File: src/hw/neopixel_cfg_pkg.sv
package neopixel_cfg_pkg;

    //////////////////////////////////////////////////
    // Field widths
    //////////////////////////////////////////////////

    // Every timing value and the phase timer share this width
    localparam int CounterWidth = 16;
    // Register address width
    localparam int CfgAddrWidth = 3;

    //////////////////////////////////////////////////
    // Register map
    //////////////////////////////////////////////////

    localparam logic [CfgAddrWidth-1:0] AddrT0h      = 3'd0;
    localparam logic [CfgAddrWidth-1:0] AddrT0l      = 3'd1;
    localparam logic [CfgAddrWidth-1:0] AddrT1h      = 3'd2;
    localparam logic [CfgAddrWidth-1:0] AddrT1l      = 3'd3;
    localparam logic [CfgAddrWidth-1:0] AddrTLatch   = 3'd4;
    localparam logic [CfgAddrWidth-1:0] AddrNumPixel = 3'd5;

    // Reset timing in cycles of a 100 MHz clock
    localparam logic [CounterWidth-1:0] DefT0h    = 16'd40;
    localparam logic [CounterWidth-1:0] DefT0l    = 16'd85;
    localparam logic [CounterWidth-1:0] DefT1h    = 16'd80;
    localparam logic [CounterWidth-1:0] DefT1l    = 16'd45;
    // Reset/latch gap, 50 us
    localparam logic [CounterWidth-1:0] DefTLatch = 16'd5000;

endpackage

File: src/hw/neopixel_pixel_pkg.sv
package neopixel_pixel_pkg;

    //////////////////////////////////////////////////
    // Colour word
    //////////////////////////////////////////////////

    // One pixel in GRB order, green in the top byte
    localparam int ColorWidth    = 24;
    // Counts 0..ColorWidth-1 inside a pixel
    localparam int BitIndexWidth = 5;

    //////////////////////////////////////////////////
    // Strip and FIFO sizing
    //////////////////////////////////////////////////

    // Longest supported strip
    localparam int MaxNumNeoPixel  = 64;
    // Holds 0..MaxNumNeoPixel inclusive
    localparam int PixelCountWidth = 7;

    // Colour words buffered ahead of the serializer
    localparam int FifoDepth     = 16;
    localparam int FifoAddrWidth = 4;

endpackage

File: src/hw/neopixel_fifo.sv
`timescale 1ns/1ps

module neopixel_fifo (
    input  logic                                      clk_i,
    input  logic                                      rst_i,
    // Write side, dropped when full
    input  logic                                      push_i,
    input  logic [neopixel_pixel_pkg::ColorWidth-1:0] push_data_i,
    // Read side, head shown without read latency
    input  logic                                      pop_i,
    output logic [neopixel_pixel_pkg::ColorWidth-1:0] head_o,
    output logic                                      empty_o,
    output logic                                      full_o
);

    import neopixel_pixel_pkg::*;

    // Colour storage
    logic [ColorWidth-1:0] mem_q [FifoDepth];

    // Pointers wrap on their own, depth is a power of two
    logic [FifoAddrWidth-1:0] wr_ptr_q;
    logic [FifoAddrWidth-1:0] rd_ptr_q;
    // One extra bit so a full buffer is distinct from an empty one
    logic [FifoAddrWidth:0]   count_q;

    logic do_push;
    logic do_pop;

    assign empty_o = (count_q == '0);
    assign full_o  = (count_q == FifoDepth);
    assign head_o  = mem_q[rd_ptr_q];

    // Qualified strobes
    assign do_push = push_i && !full_o;
    assign do_pop  = pop_i && !empty_o;

    always_ff @(posedge clk_i) begin
        if (do_push) begin
            mem_q[wr_ptr_q] <= push_data_i;
        end
    end

    always_ff @(posedge clk_i) begin
        if (rst_i) begin
            wr_ptr_q <= '0;
            rd_ptr_q <= '0;
            count_q  <= '0;
        end else begin
            if (do_push) wr_ptr_q <= wr_ptr_q + 1'b1;
            if (do_pop)  rd_ptr_q <= rd_ptr_q + 1'b1;
            // Push and pop together leave occupancy unchanged
            case ({do_push, do_pop})
                2'b10:   count_q <= count_q + 1'b1;
                2'b01:   count_q <= count_q - 1'b1;
                default: count_q <= count_q;
            endcase
        end
    end

endmodule

File: src/hw/neopixel_fsm.sv
`timescale 1ns/1ps

module neopixel_fsm (
    input  logic                                           clk_i,
    input  logic                                           rst_i,
    // FIFO status
    input  logic                                           fifo_empty_i,
    // Configuration
    input  logic [neopixel_pixel_pkg::PixelCountWidth-1:0] num_neopixel_i,
    input  logic [neopixel_cfg_pkg::CounterWidth-1:0]      t0h_i,
    input  logic [neopixel_cfg_pkg::CounterWidth-1:0]      t0l_i,
    input  logic [neopixel_cfg_pkg::CounterWidth-1:0]      t1h_i,
    input  logic [neopixel_cfg_pkg::CounterWidth-1:0]      t1l_i,
    input  logic [neopixel_cfg_pkg::CounterWidth-1:0]      t_latch_i,
    // Shifter and timer status
    input  logic                                           cur_bit_i,
    input  logic                                           last_bit_i,
    input  logic                                           timer_last_i,
    // Datapath control
    output logic                                           fifo_pop_o,
    output logic                                           shift_load_o,
    output logic                                           load_zero_o,
    output logic                                           shift_next_o,
    output logic                                           timer_clear_o,
    output logic                                           timer_en_o,
    output logic [neopixel_cfg_pkg::CounterWidth-1:0]      timer_len_o,
    // Serial line and status
    output logic                                           data_o,
    output logic                                           busy_o
);

    import neopixel_pixel_pkg::*;

    typedef enum logic [1:0] {
        // Waiting for colour data
        IDLE,
        // High part of a bit
        BIT_HIGH,
        // Low part of a bit
        BIT_LOW,
        // Line held low so the strip latches
        LATCH
    } state_t;

    state_t state_q, state_d;

    // Pixel position inside the frame
    logic [PixelCountWidth-1:0] pixel_q, pixel_d;

    // Line is high only during the high phase
    assign data_o = (state_q == BIT_HIGH);
    assign busy_o = (state_q != IDLE);

    //////////////////////////////////////////////////
    // Phase length select
    //////////////////////////////////////////////////

    always_comb begin
        case (state_q)
            BIT_HIGH: timer_len_o = cur_bit_i ? t1h_i : t0h_i;
            BIT_LOW:  timer_len_o = cur_bit_i ? t1l_i : t0l_i;
            default:  timer_len_o = t_latch_i;
        endcase
    end

    //////////////////////////////////////////////////
    // Next state and control strobes
    //////////////////////////////////////////////////

    always_comb begin
        state_d       = state_q;
        pixel_d       = pixel_q;
        fifo_pop_o    = 1'b0;
        shift_load_o  = 1'b0;
        load_zero_o   = 1'b0;
        shift_next_o  = 1'b0;
        timer_clear_o = 1'b0;
        // Timer runs in every active state
        timer_en_o    = (state_q != IDLE);

        case (state_q)
            IDLE: begin
                if (!fifo_empty_i && (num_neopixel_i != '0)) begin
                    // First pixel of a frame
                    fifo_pop_o    = 1'b1;
                    shift_load_o  = 1'b1;
                    timer_clear_o = 1'b1;
                    pixel_d       = '0;
                    state_d       = BIT_HIGH;
                end
            end
            BIT_HIGH: begin
                if (timer_last_i) begin
                    timer_clear_o = 1'b1;
                    state_d       = BIT_LOW;
                end
            end
            BIT_LOW: begin
                if (timer_last_i) begin
                    timer_clear_o = 1'b1;
                    if (!last_bit_i) begin
                        // Same pixel, next bit
                        shift_next_o = 1'b1;
                        state_d      = BIT_HIGH;
                    end else if ((pixel_q + 1'b1) < num_neopixel_i) begin
                        // Next pixel, zero colour once the FIFO runs dry
                        shift_load_o = 1'b1;
                        fifo_pop_o   = !fifo_empty_i;
                        load_zero_o  = fifo_empty_i;
                        pixel_d      = pixel_q + 1'b1;
                        state_d      = BIT_HIGH;
                    end else begin
                        state_d = LATCH;
                    end
                end
            end
            LATCH: begin
                if (timer_last_i) begin
                    if (!fifo_empty_i) begin
                        // Back-to-back frame
                        fifo_pop_o    = 1'b1;
                        shift_load_o  = 1'b1;
                        timer_clear_o = 1'b1;
                        pixel_d       = '0;
                        state_d       = BIT_HIGH;
                    end else begin
                        state_d = IDLE;
                    end
                end
            end
            default: state_d = IDLE;
        endcase
    end

    always_ff @(posedge clk_i) begin
        if (rst_i) begin
            state_q <= IDLE;
            pixel_q <= '0;
        end else begin
            state_q <= state_d;
            pixel_q <= pixel_d;
        end
    end

endmodule

File: src/hw/neopixel_shifter.sv
`timescale 1ns/1ps

module neopixel_shifter (
    input  logic                                      clk_i,
    input  logic                                      rst_i,
    // Capture a new pixel
    input  logic                                      load_i,
    // Load zero colour instead of data_i
    input  logic                                      load_zero_i,
    // Advance to the next bit
    input  logic                                      next_i,
    input  logic [neopixel_pixel_pkg::ColorWidth-1:0] data_i,
    // Bit on the wire, MSB first
    output logic                                      bit_o,
    // Final bit of the pixel is being sent
    output logic                                      last_bit_o
);

    import neopixel_pixel_pkg::*;

    // Pixel being serialized
    logic [ColorWidth-1:0]    shreg_q;
    // Position inside the pixel
    logic [BitIndexWidth-1:0] index_q;

    assign bit_o      = shreg_q[ColorWidth-1];
    assign last_bit_o = (index_q == BitIndexWidth'(ColorWidth - 1));

    // Payload, no reset needed
    always_ff @(posedge clk_i) begin
        if (load_i) begin
            shreg_q <= load_zero_i ? '0 : data_i;
        end else if (next_i) begin
            shreg_q <= {shreg_q[ColorWidth-2:0], 1'b0};
        end
    end

    // Bit counter
    always_ff @(posedge clk_i) begin
        if (rst_i) begin
            index_q <= '0;
        end else if (load_i) begin
            index_q <= '0;
        end else if (next_i) begin
            index_q <= index_q + 1'b1;
        end
    end

endmodule

File: src/hw/neopixel_timer.sv
`timescale 1ns/1ps

module neopixel_timer (
    input  logic                                      clk_i,
    input  logic                                      rst_i,
    // Restart the phase, wins over en_i
    input  logic                                      clear_i,
    input  logic                                      en_i,
    // Phase duration in cycles, at least 1
    input  logic [neopixel_cfg_pkg::CounterWidth-1:0] len_i,
    // High on the final cycle of the phase
    output logic                                      last_o
);

    import neopixel_cfg_pkg::*;

    logic [CounterWidth-1:0] count_q;
    logic [CounterWidth-1:0] len_m1;

    // Last cycle index of the programmed phase
    assign len_m1 = len_i - 1'b1;

    // Zero latency, decoded straight from the count
    assign last_o = (count_q == len_m1);

    //////////////////////////////////////////////////
    // Up-counter, sticks at all ones
    //////////////////////////////////////////////////

    always_ff @(posedge clk_i) begin
        if (rst_i) begin
            count_q <= '0;
        end else if (clear_i) begin
            count_q <= '0;
        end else if (en_i && (count_q != '1)) begin
            count_q <= count_q + 1'b1;
        end
    end

endmodule

File: src/hw/neopixel_timing_regs.sv
`timescale 1ns/1ps

module neopixel_timing_regs (
    input  logic                                      clk_i,
    input  logic                                      rst_i,
    // Host write port, one-cycle strobe
    input  logic                                      cfg_we_i,
    input  logic [neopixel_cfg_pkg::CfgAddrWidth-1:0] cfg_addr_i,
    input  logic [neopixel_cfg_pkg::CounterWidth-1:0] cfg_wdata_i,
    // Timing values in clock cycles
    output logic [neopixel_cfg_pkg::CounterWidth-1:0] t0h_o,
    output logic [neopixel_cfg_pkg::CounterWidth-1:0] t0l_o,
    output logic [neopixel_cfg_pkg::CounterWidth-1:0] t1h_o,
    output logic [neopixel_cfg_pkg::CounterWidth-1:0] t1l_o,
    output logic [neopixel_cfg_pkg::CounterWidth-1:0] t_latch_o,
    // Strip length in pixels
    output logic [neopixel_pixel_pkg::PixelCountWidth-1:0] num_neopixel_o
);

    import neopixel_cfg_pkg::*;
    import neopixel_pixel_pkg::*;

    // Strip length after clipping to the supported maximum
    logic [PixelCountWidth-1:0] num_clipped;

    always_comb begin
        if (cfg_wdata_i > MaxNumNeoPixel) begin
            num_clipped = PixelCountWidth'(MaxNumNeoPixel);
        end else begin
            num_clipped = cfg_wdata_i[PixelCountWidth-1:0];
        end
    end

    // Address decode, unknown addresses fall through untouched
    always_ff @(posedge clk_i) begin
        if (rst_i) begin
            t0h_o          <= DefT0h;
            t0l_o          <= DefT0l;
            t1h_o          <= DefT1h;
            t1l_o          <= DefT1l;
            t_latch_o      <= DefTLatch;
            // Empty strip keeps the FSM parked after reset
            num_neopixel_o <= '0;
        end else if (cfg_we_i) begin
            case (cfg_addr_i)
                AddrT0h:      t0h_o          <= cfg_wdata_i;
                AddrT0l:      t0l_o          <= cfg_wdata_i;
                AddrT1h:      t1h_o          <= cfg_wdata_i;
                AddrT1l:      t1l_o          <= cfg_wdata_i;
                AddrTLatch:   t_latch_o      <= cfg_wdata_i;
                AddrNumPixel: num_neopixel_o <= num_clipped;
                default: ;
            endcase
        end
    end

endmodule

File: src/hw/neopixel_top.sv
`timescale 1ns/1ps

module neopixel_top (
    input  logic                                      clk_i,
    input  logic                                      rst_i,
    // Register write port
    input  logic                                      cfg_we_i,
    input  logic [neopixel_cfg_pkg::CfgAddrWidth-1:0] cfg_addr_i,
    input  logic [neopixel_cfg_pkg::CounterWidth-1:0] cfg_wdata_i,
    // Colour push port
    input  logic                                      pix_push_i,
    input  logic [neopixel_pixel_pkg::ColorWidth-1:0] pix_data_i,
    // Serial line and status
    output logic                                      data_o,
    output logic                                      busy_o,
    output logic                                      fifo_full_o,
    output logic                                      fifo_empty_o
);

    import neopixel_cfg_pkg::*;
    import neopixel_pixel_pkg::*;

    // Configuration
    logic [CounterWidth-1:0]    t0h, t0l, t1h, t1l, t_latch;
    logic [PixelCountWidth-1:0] num_neopixel;

    // FIFO to FSM and shifter
    logic [ColorWidth-1:0] fifo_head;
    logic                  fifo_empty;
    logic                  fifo_pop;

    // FSM to datapath
    logic                    timer_clear, timer_en, timer_last;
    logic [CounterWidth-1:0] timer_len;
    logic                    shift_load, load_zero, shift_next;
    logic                    cur_bit, last_bit;

    assign fifo_empty_o = fifo_empty;

    neopixel_timing_regs u_regs (
        .clk_i, .rst_i, .cfg_we_i, .cfg_addr_i, .cfg_wdata_i,
        .t0h_o(t0h), .t0l_o(t0l), .t1h_o(t1h), .t1l_o(t1l),
        .t_latch_o(t_latch), .num_neopixel_o(num_neopixel)
    );

    neopixel_fifo u_fifo (
        .clk_i, .rst_i, .push_i(pix_push_i), .push_data_i(pix_data_i),
        .pop_i(fifo_pop), .head_o(fifo_head), .empty_o(fifo_empty), .full_o(fifo_full_o)
    );

    neopixel_timer u_timer (
        .clk_i, .rst_i, .clear_i(timer_clear), .en_i(timer_en),
        .len_i(timer_len), .last_o(timer_last)
    );

    neopixel_shifter u_shifter (
        .clk_i, .rst_i, .load_i(shift_load), .load_zero_i(load_zero), .next_i(shift_next),
        .data_i(fifo_head), .bit_o(cur_bit), .last_bit_o(last_bit)
    );

    neopixel_fsm u_fsm (
        .clk_i, .rst_i, .fifo_empty_i(fifo_empty), .num_neopixel_i(num_neopixel),
        .t0h_i(t0h), .t0l_i(t0l), .t1h_i(t1h), .t1l_i(t1l), .t_latch_i(t_latch),
        .cur_bit_i(cur_bit), .last_bit_i(last_bit), .timer_last_i(timer_last),
        .fifo_pop_o(fifo_pop), .shift_load_o(shift_load), .load_zero_o(load_zero),
        .shift_next_o(shift_next), .timer_clear_o(timer_clear), .timer_en_o(timer_en),
        .timer_len_o(timer_len), .data_o, .busy_o
    );

endmodule

File: config.mk
export PLATFORM = sky130hd
export DESIGN_NAME = neopixel_top
export DESIGN_NICKNAME = d
export VERILOG_FILES = /design/src/hw/neopixel_cfg_pkg.sv /design/src/hw/neopixel_pixel_pkg.sv /design/src/hw/neopixel_fifo.sv /design/src/hw/neopixel_fsm.sv /design/src/hw/neopixel_shifter.sv /design/src/hw/neopixel_timer.sv /design/src/hw/neopixel_timing_regs.sv /design/src/hw/neopixel_top.sv
export SDC_FILE = /design/constraint.sdc
export NUM_CORES = 1
export LEC_CHECK = 0
export ABC_AREA = 1
export BUFFER_PORTS_ARGS = -buffer_cell sky130_fd_sc_hd__buf_2
export CORE_AREA = 2 2 252 180
export CTS_CLUSTER_SIZE = 14
export DETAILED_ROUTE_END_ITERATION = 10
export DIE_AREA = 0 0 254 182
export PLACE_DENSITY_LB_ADDON = 0.12
export RECOVER_POWER = 50
export SLEW_MARGIN = 0
export SYNTH_ARGS = -nofsm -noshare
export SYNTH_HDL_FRONTEND = slang
export SYNTH_SLANG_ARGS = --single-unit
File: constraint.sdc
create_clock -name clk_i -period 8.4 [get_ports clk_i]
set_input_delay 0.42 -clock clk_i [delete_from_list [all_inputs] [get_ports clk_i]]
set_output_delay 0.42 -clock clk_i [all_outputs]
set_load 0.01 [all_outputs]
## Yosys cells after proc, flatten, opt, wreduce, memory -nomap -nowiden

Memories as Yosys holds them, arrays and structs flattened. A register that Yosys moved wholly into a read port is not among the register bits.
Index checks and enable logic that the tools add are counted.

- Bits in registers: 154
- Latch bits: 0
- Bits in writable memories: 384
- ROM bits: 0
- Input port bits: 47
- Output and inout port bits: 4
- Memories: 1

- $add $sub $neg: 8
- Multipliers: 0
- Divide/modulo/power cells: 0
- Order comparisons: 2
- Equal/unequal tests: 21
- Shifts and indexed selects: 0
- Multiplexer cells: 47
- Bitwise operators: 0
- Reduce and logical (&&, ||, !) cells: 25

Memories:

| memory | words | bits a word | rd ports | clocked after Yosys merged registers in | write ports | line | RTL |
|---|---|---|---|---|---|---|---|
| u_fifo.mem_q | 16 | 24 | 1 | 1 | 1 | neopixel_fifo.sv:19 | `logic [ColorWidth-1:0] mem_q [FifoDepth];` |

Operators with widths:

| cell | count |
|---|---|
| $mux 24 | 3 |
| $mux 7 | 7 |
| $mux 16 | 2 |
| $pmux 16 s2 | 1 |
| $pmux 7 s3 | 1 |
| $mux 1 | 20 |
| $add 16x1->16 const B | 1 |
| $eq 16x16->1 | 1 |
| $gt 16x7->1 const B | 1 |
| $ne 16x16->1 const B | 1 |
| $sub 16x1->16 const B | 1 |
| $mux 2 | 6 |
| $reduce_and 2->1 | 6 |
| $add 5x1->5 const B | 2 |
| $eq 5x5->1 const B | 2 |
| $pmux 5 s2 | 1 |
| $pmux 1 s3 | 3 |
| $add 4x1->4 const B | 2 |
| $mux 4 | 2 |
| $ne 2x1->1 const B | 4 |
| $pmux 2 s4 | 1 |
| $add 7x1->7 const B | 1 |
| $lt 7x7->1 | 1 |
| $reduce_and 7->1 | 1 |
| other kinds (17) | 32 |

## Depth between registers and ports, before layout

- Word-level depth: 9
- Mapped depth: 29
- Depth with buffers taken out: 28

## Hierarchy

From an unflattened synthesis, not the netlist that was laid out.

- Cells, all modules: 2242
- Area total of the unflattened synthesis: 23939.2 um2

By module, submodules not included:

| module | times used | cells an instance | area an instance (um2) | sequential area each (um2) |
|---|---|---|---|---|
| neopixel_fifo | 1 | 1147 | 16281.9 | 11871.4 |
| neopixel_timing_regs | 1 | 392 | 3141.8 | 1741.7 |
| neopixel_fsm | 1 | 297 | 1609.0 | 180.2 |
| neopixel_timer | 1 | 272 | 1552.7 | 320.3 |
| neopixel_shifter | 1 | 134 | 1353.8 | 820.8 |

## Worst setup path after synthesis

Ideal clock, no wire load.

- Path type: flip-flop to flip-flop
- Start point: reg u_fsm.state_q[0]
- End point: reg u_fifo.count_q[4]
- Arrival: 3.931 ns
- Data required time: 8.330 ns
- Slack: 4.399 ns
- Cell stages (with the launch flop): 29
- Buffers on the path: 1
- Cell sequence: dfxtp_1 -> inv_1 -> ha_1 -> buf_2 -> or2_2 -> nand2_2 -> ha_1 -> nand3_1 -> nor2_4 -> nand2_1 -> nand2_1 -> nand2_1 -> nor2_1 -> nand2_1 -> nor2_2 -> nand4_1 -> nand2_2 -> nand3_4 -> inv_2 -> ha_1 -> inv_1 -> fa_1 -> nor2_1 -> a211oi_1 -> nand2_1 -> nand2_1 -> nor2_1 -> o21ai_0 -> a21oi_1

- Cells in the longest elaborated chain, start to end: 9
- Elaborated cells on any way between the ends: 15

Ends and longest elaborated chain:

| item | line | RTL |
|---|---|---|
| from (decl) | neopixel_fsm.sv:45 | `state_t state_q, state_d;` |
| from (signal assigned) | neopixel_fsm.sv:140 | `state_q <= state_d;` |
| $eq 2x2->1 / $eq 2x1->1 (equally long branches) | neopixel_fsm.sv:59, neopixel_fsm.sv:81 |  |
| $pmux 16 s2 | neopixel_fsm.sv:59 | `case (state_q)` |
| $sub 16x1->16 | neopixel_timer.sv:21 | `assign len_m1 = len_i - 1'b1;` |
| $eq 16x16->1 | neopixel_timer.sv:24 | `assign last_o = (count_q == len_m1);` |
| $mux 1, on equally long branches | neopixel_fsm.sv:118, neopixel_fsm.sv:99 |  |
| $pmux 1 s3 (*) | neopixel_fsm.sv:81 | `case (state_q)` |
| $logic_and 1x1->1 (*) | neopixel_fifo.sv:36 | `assign do_pop = pop_i && !empty_o;` |
| $eq 2x1->1 / $eq 2x2->1 (equally long branches) | neopixel_fifo.sv:53 | `case ({do_push, do_pop})` |
| $pmux 5 s2 / $reduce_bool 2->1 (equally long branches) | - |  |
| to (signal assigned) | neopixel_fifo.sv:54 | `2'b10: count_q <= count_q + 1'b1;` |
| to (signal assigned) | neopixel_fifo.sv:55 | `2'b01: count_q <= count_q - 1'b1;` |
| to (signal assigned) | neopixel_fifo.sv:56 | `default: count_q <= count_q;` |
| to (decl) | neopixel_fifo.sv:25 | `logic [FifoAddrWidth:0] count_q;` |

Mark *: on every way between the ends. The rest lies on a longest branch, timed or not.
A chain may end at the register's enable or synchronous reset.

## Worst setup path after layout

Ends and elaborated chain as after synthesis.

==> results.py <==
metrics = {
    "status": {
        "status": "finished, violations left",
        "violations": "max-capacitance violations, max-slew violations",
    },
    "critical_path": {
        "crit_path_end_kind": "register",
        "max_stage_delay_ns": 0.86,
        "critical_path_required_ns": 8.88,
        "cp_max_fo": 26,
        "path_class": "register to register",
        "timing.critical_path.mode_cell": "nand2_1",
        "crit_family": "simple AND/OR/NAND/NOR gates",
        "worst_path_max_delay_cell": "ha_1",
        "start_kind": "register",
        "critPathBufInv": 4,
        "crit_arrival_ns": 6.19,
    },
    "yosys": {
        "synth_fp_nets": 2354,
        "yosysWarnings": 0,
        "synth_top_family_by_area": "simple AND/OR/NAND/NOR gates",
        "syn_avg_cell_area_um2": 10.4,
        "synth_edf_count": 408,
        "synth_cell_types": 48,
        "yosys_most_used_dff": "edfxtp_1",
        "syn_area_um2": 23800,
        "ys_seq_elements": 542,
        "synthCells": 2282,
        "synth_xor_xnor_area_share_pct": 0.736,
        "yosysSeqAreaShare_pct": 62.8,
        "async_flop_share_pct": 0,
        "synth_compound_area_share_pct": 11.2,
        "synth_mux_area_share_pct": 4.25,
        "yosys.area_share.simple_pct": 13.5,
        "synthAdderAreaFrac_pct": 1.35,
    },
    "finish": {
        "fin_nets": 2363,
        "synthToLayoutAreaGrowth_pct": 9.37,
        "final_common_cell": "edfxtp_1",
        "final_cells": 2930,
        "layout-drive-gt1-share_pct": 8.86,
        "final_core_util_pct": 59.0,
        "multiInputGateArea_um2": 7520,
        "final_area_um2": 26000,
        "nFillCells": 3800,
        "layout_common_cells": "408 x edfxtp_1, 377 x nand2_1, 251 x inv_1, 251 x o21ai_0, 190 x a21oi_1",
        "ff_latch_area_um2": 14900,
    },
    "grt": {
        "grt_pass1_vias": 15200,
        "grt_pass1_wl_um": 89800,
        "gr-total-overflow": 0,
        "grt_max_degree": 190,
        "grt_use_total_pct": 25.7,
        "antenna_found_initial": 1,
    },
    "cts": {
        "clk-insertion-delay-late_ns": 0.58,
        "postCtsHoldBufs": 0,
        "cts_tree": "done",
        "post_cts_buffers": 0,
        "clkTransAtPathRegs_ns": 0.06,
        "tritoncts_num_sinks": 542,
        "ctsLongestPathBuffers": 3,
        "htree_num_levels": 2,
        "cts_inserted_buffers": 51,
        "cts_resized": 0,
        "clockRootBuffer": "clkbuf_16",
    },
    "placement": {
        "gp_congestion": 0.973,
        "dp_slack_ns": 2.87,
        "placed_area_um2": 24600,
        "place_inst": 2841,
        "place_hpwl_um": 34700,
        "portBuffers": 50,
    },
    "job": {
        "cap_violations": 1,
    },
    "die": {
        "die_y_um": 182,
        "fp-row-count": 65,
        "initial_core_util_pct": 54.0,
        "io_pins": 51,
        "die_w_um": 254,
        "dieArea_um2": 46200,
        "core-area_um2": 44100,
    },
    "sta": {
        "timing.final.crit_period_ns": 5.71,
        "relSlewSlack_pct": -148,
        "final.period_utilization_pct": 68.0,
        "worst_pin_slew_ns": 3.72,
        "rsz0062_at_grt": "false",
        "setup-violations-final": 0,
        "fmax_ghz": 0.175,
        "setup_tns_ns": 0,
        "timing.final.hold_violations": 0,
        "setup_slack_ns": 2.69,
        "hold_slack_ns": 0.155,
        "skew_ns": 0.0211,
        "slew_violations": 98,
    },
    "power": {
        "total_power_mw": 7.03,
        "leakagePower_nw": 9.47,
        "ir_drop_mv": 0.186,
        "power_density_nw_per_um2": 270,
    },
    "hold_path": {
        "hp-class": "primary input to register",
    },
    "drt": {
        "totalWireLength_um": 59400,
        "ant_nets": 0,
        "detail_route.wl_per_cell_um": 20.3,
        "vias": 16500,
        "vias_per_cell": 5.62,
        "dr.first_iter.drc_count": 1878,
        "drtPass1Iterations": 6,
        "drc": 0,
    },
}
[routing by layer]
layer	GRT usage [%]	share of wire [%]
met5	0	0
met1	40.9	49
met2	36.1	41
met4	4.94	1.5
met3	5.62	8.7
[registers in the layout (all words and copies together) (netlist names), 7 cells and up, named ones only]
register,count
u_fsm.pixel_q,7
u_fifo.mem_q,384
u_regs.t_latch_o,16
u_regs.t0h_o,16
u_regs.num_neopixel_o,7
u_timer.count_q,16
u_shifter.shreg_q,24
u_regs.t0l_o,16
u_regs.t1h_o,16
u_regs.t1l_o,16
[cell families (layout without fill, tap and decap cells)]
| family | Yosys count | count (layout) |
|---|---|---|
| flops | 542 | 542 |
| mux | 98 | 98 |
| compound gates | 500 | 500 |
| buf+inv | 370 | 412 |
| other cells | 0 | 3 |
| fa+ha+maj | 25 | 25 |
| simple gates | 727 | 727 |
| xor+xnor | 20 | 20 |
[synthesized netlist by cell type, types with 4 or more instances]
cell type | number | area share, %
inv_1 | 252 | 4.0
nand2_1 | 377 | 5.9
nor3_1 | 13 | 0.27
or2_2 | 6 | 0.16
a21oi_1 | 190 | 4.0
nor4_1 | 4 | 0.11
nand4_1 | 21 | 0.55
a31oi_1 | 4 | 0.11
nor2_1 | 98 | 1.5
buf_2 | 14 | 0.29
mux2i_1 | 73 | 3.1
dfxtp_1 | 134 | 11
inv_2 | 6 | 0.095
xor2_1 | 14 | 0.52
o211ai_1 | 17 | 0.54
ha_1 | 24 | 1.3
o21ai_1 | 6 | 0.13
o21ai_2 | 19 | 0.70
edfxtp_1 | 408 | 51
nand3_1 | 168 | 3.5
xnor2_1 | 6 | 0.22
mux2_2 | 25 | 1.2
nand2_2 | 15 | 0.39
buf_6 | 6 | 0.28
clkbuf_1 | 59 | 0.93
nor2_4 | 6 | 0.28
nand3b_1 | 4 | 0.13
buf_1 | 28 | 0.44
o21ai_0 | 251 | 5.3
[worst reg2reg max path: stages (launching register included)]
cell      delay [ns]
dfxtp_1         0.44
inv_1           0.13
ha_1            0.86
inv_2           0.32
nand2_1         0.14
nand2_1         0.13
ha_1            0.26
nand3_1         0.21
nand2_1         0.08
nand2_1         0.08
nand4_1         0.11
nor2_1          0.13
nand2_1         0.07
nor2_2          0.15
nand4_1         0.15
nand2_2         0.18
nand3_4         0.36
inv_2           0.26
ha_1            0.26
inv_1           0.11
fa_1            0.42
nor2_1          0.12
a211oi_1        0.06
nand2_1         0.07
nand2_1         0.05
nor2_1          0.11
o21ai_0         0.09
a21oi_1         0.28
[cell type report]
type	instances	share of cell area, %
flip-flops and latches	542	57.4
clock buffers	74	5.28
clock inverters	12	0.404
diodes	3	0.0288
well taps	603	2.90
inverters	260	3.76
repair buffers	66	1.32
multi-input cells	1370	28.9
[worst paths after layout]
kind | end | slack, ns | from | cells past startpoint
worst max-delay path | u_fifo.count_q[4]$_SDFFE_PP0P_ | 2.69 | u_fsm.state_q[0]$_SDFFE_PP0P_ | 27
worst min-delay path | u_regs.t_latch_o[12]$_SDFFE_PP1P_ | 0.16 | cfg_wdata_i[12] | 3
worst max register to register | u_fifo.count_q[4]$_SDFFE_PP0P_ | 2.69 | u_fsm.state_q[0]$_SDFFE_PP0P_ | 27
worst min register to register | u_regs.t1l_o[6]$_SDFFE_PP0P_ | 0.45 | u_regs.t1l_o[6]$_SDFFE_PP0P_ | 2
[where the power goes]
group	internal, mW	switching, mW	total (mW)	leakage [nW]
clock network	1.19	0.952	2.14	0.719
logic	0.561	1.25	1.81	3.97
registers	3.01	0.0678	3.08	4.78
total	4.76	2.27	7.03	9.47
No activity file was read; power rests on OpenSTA's default activity.
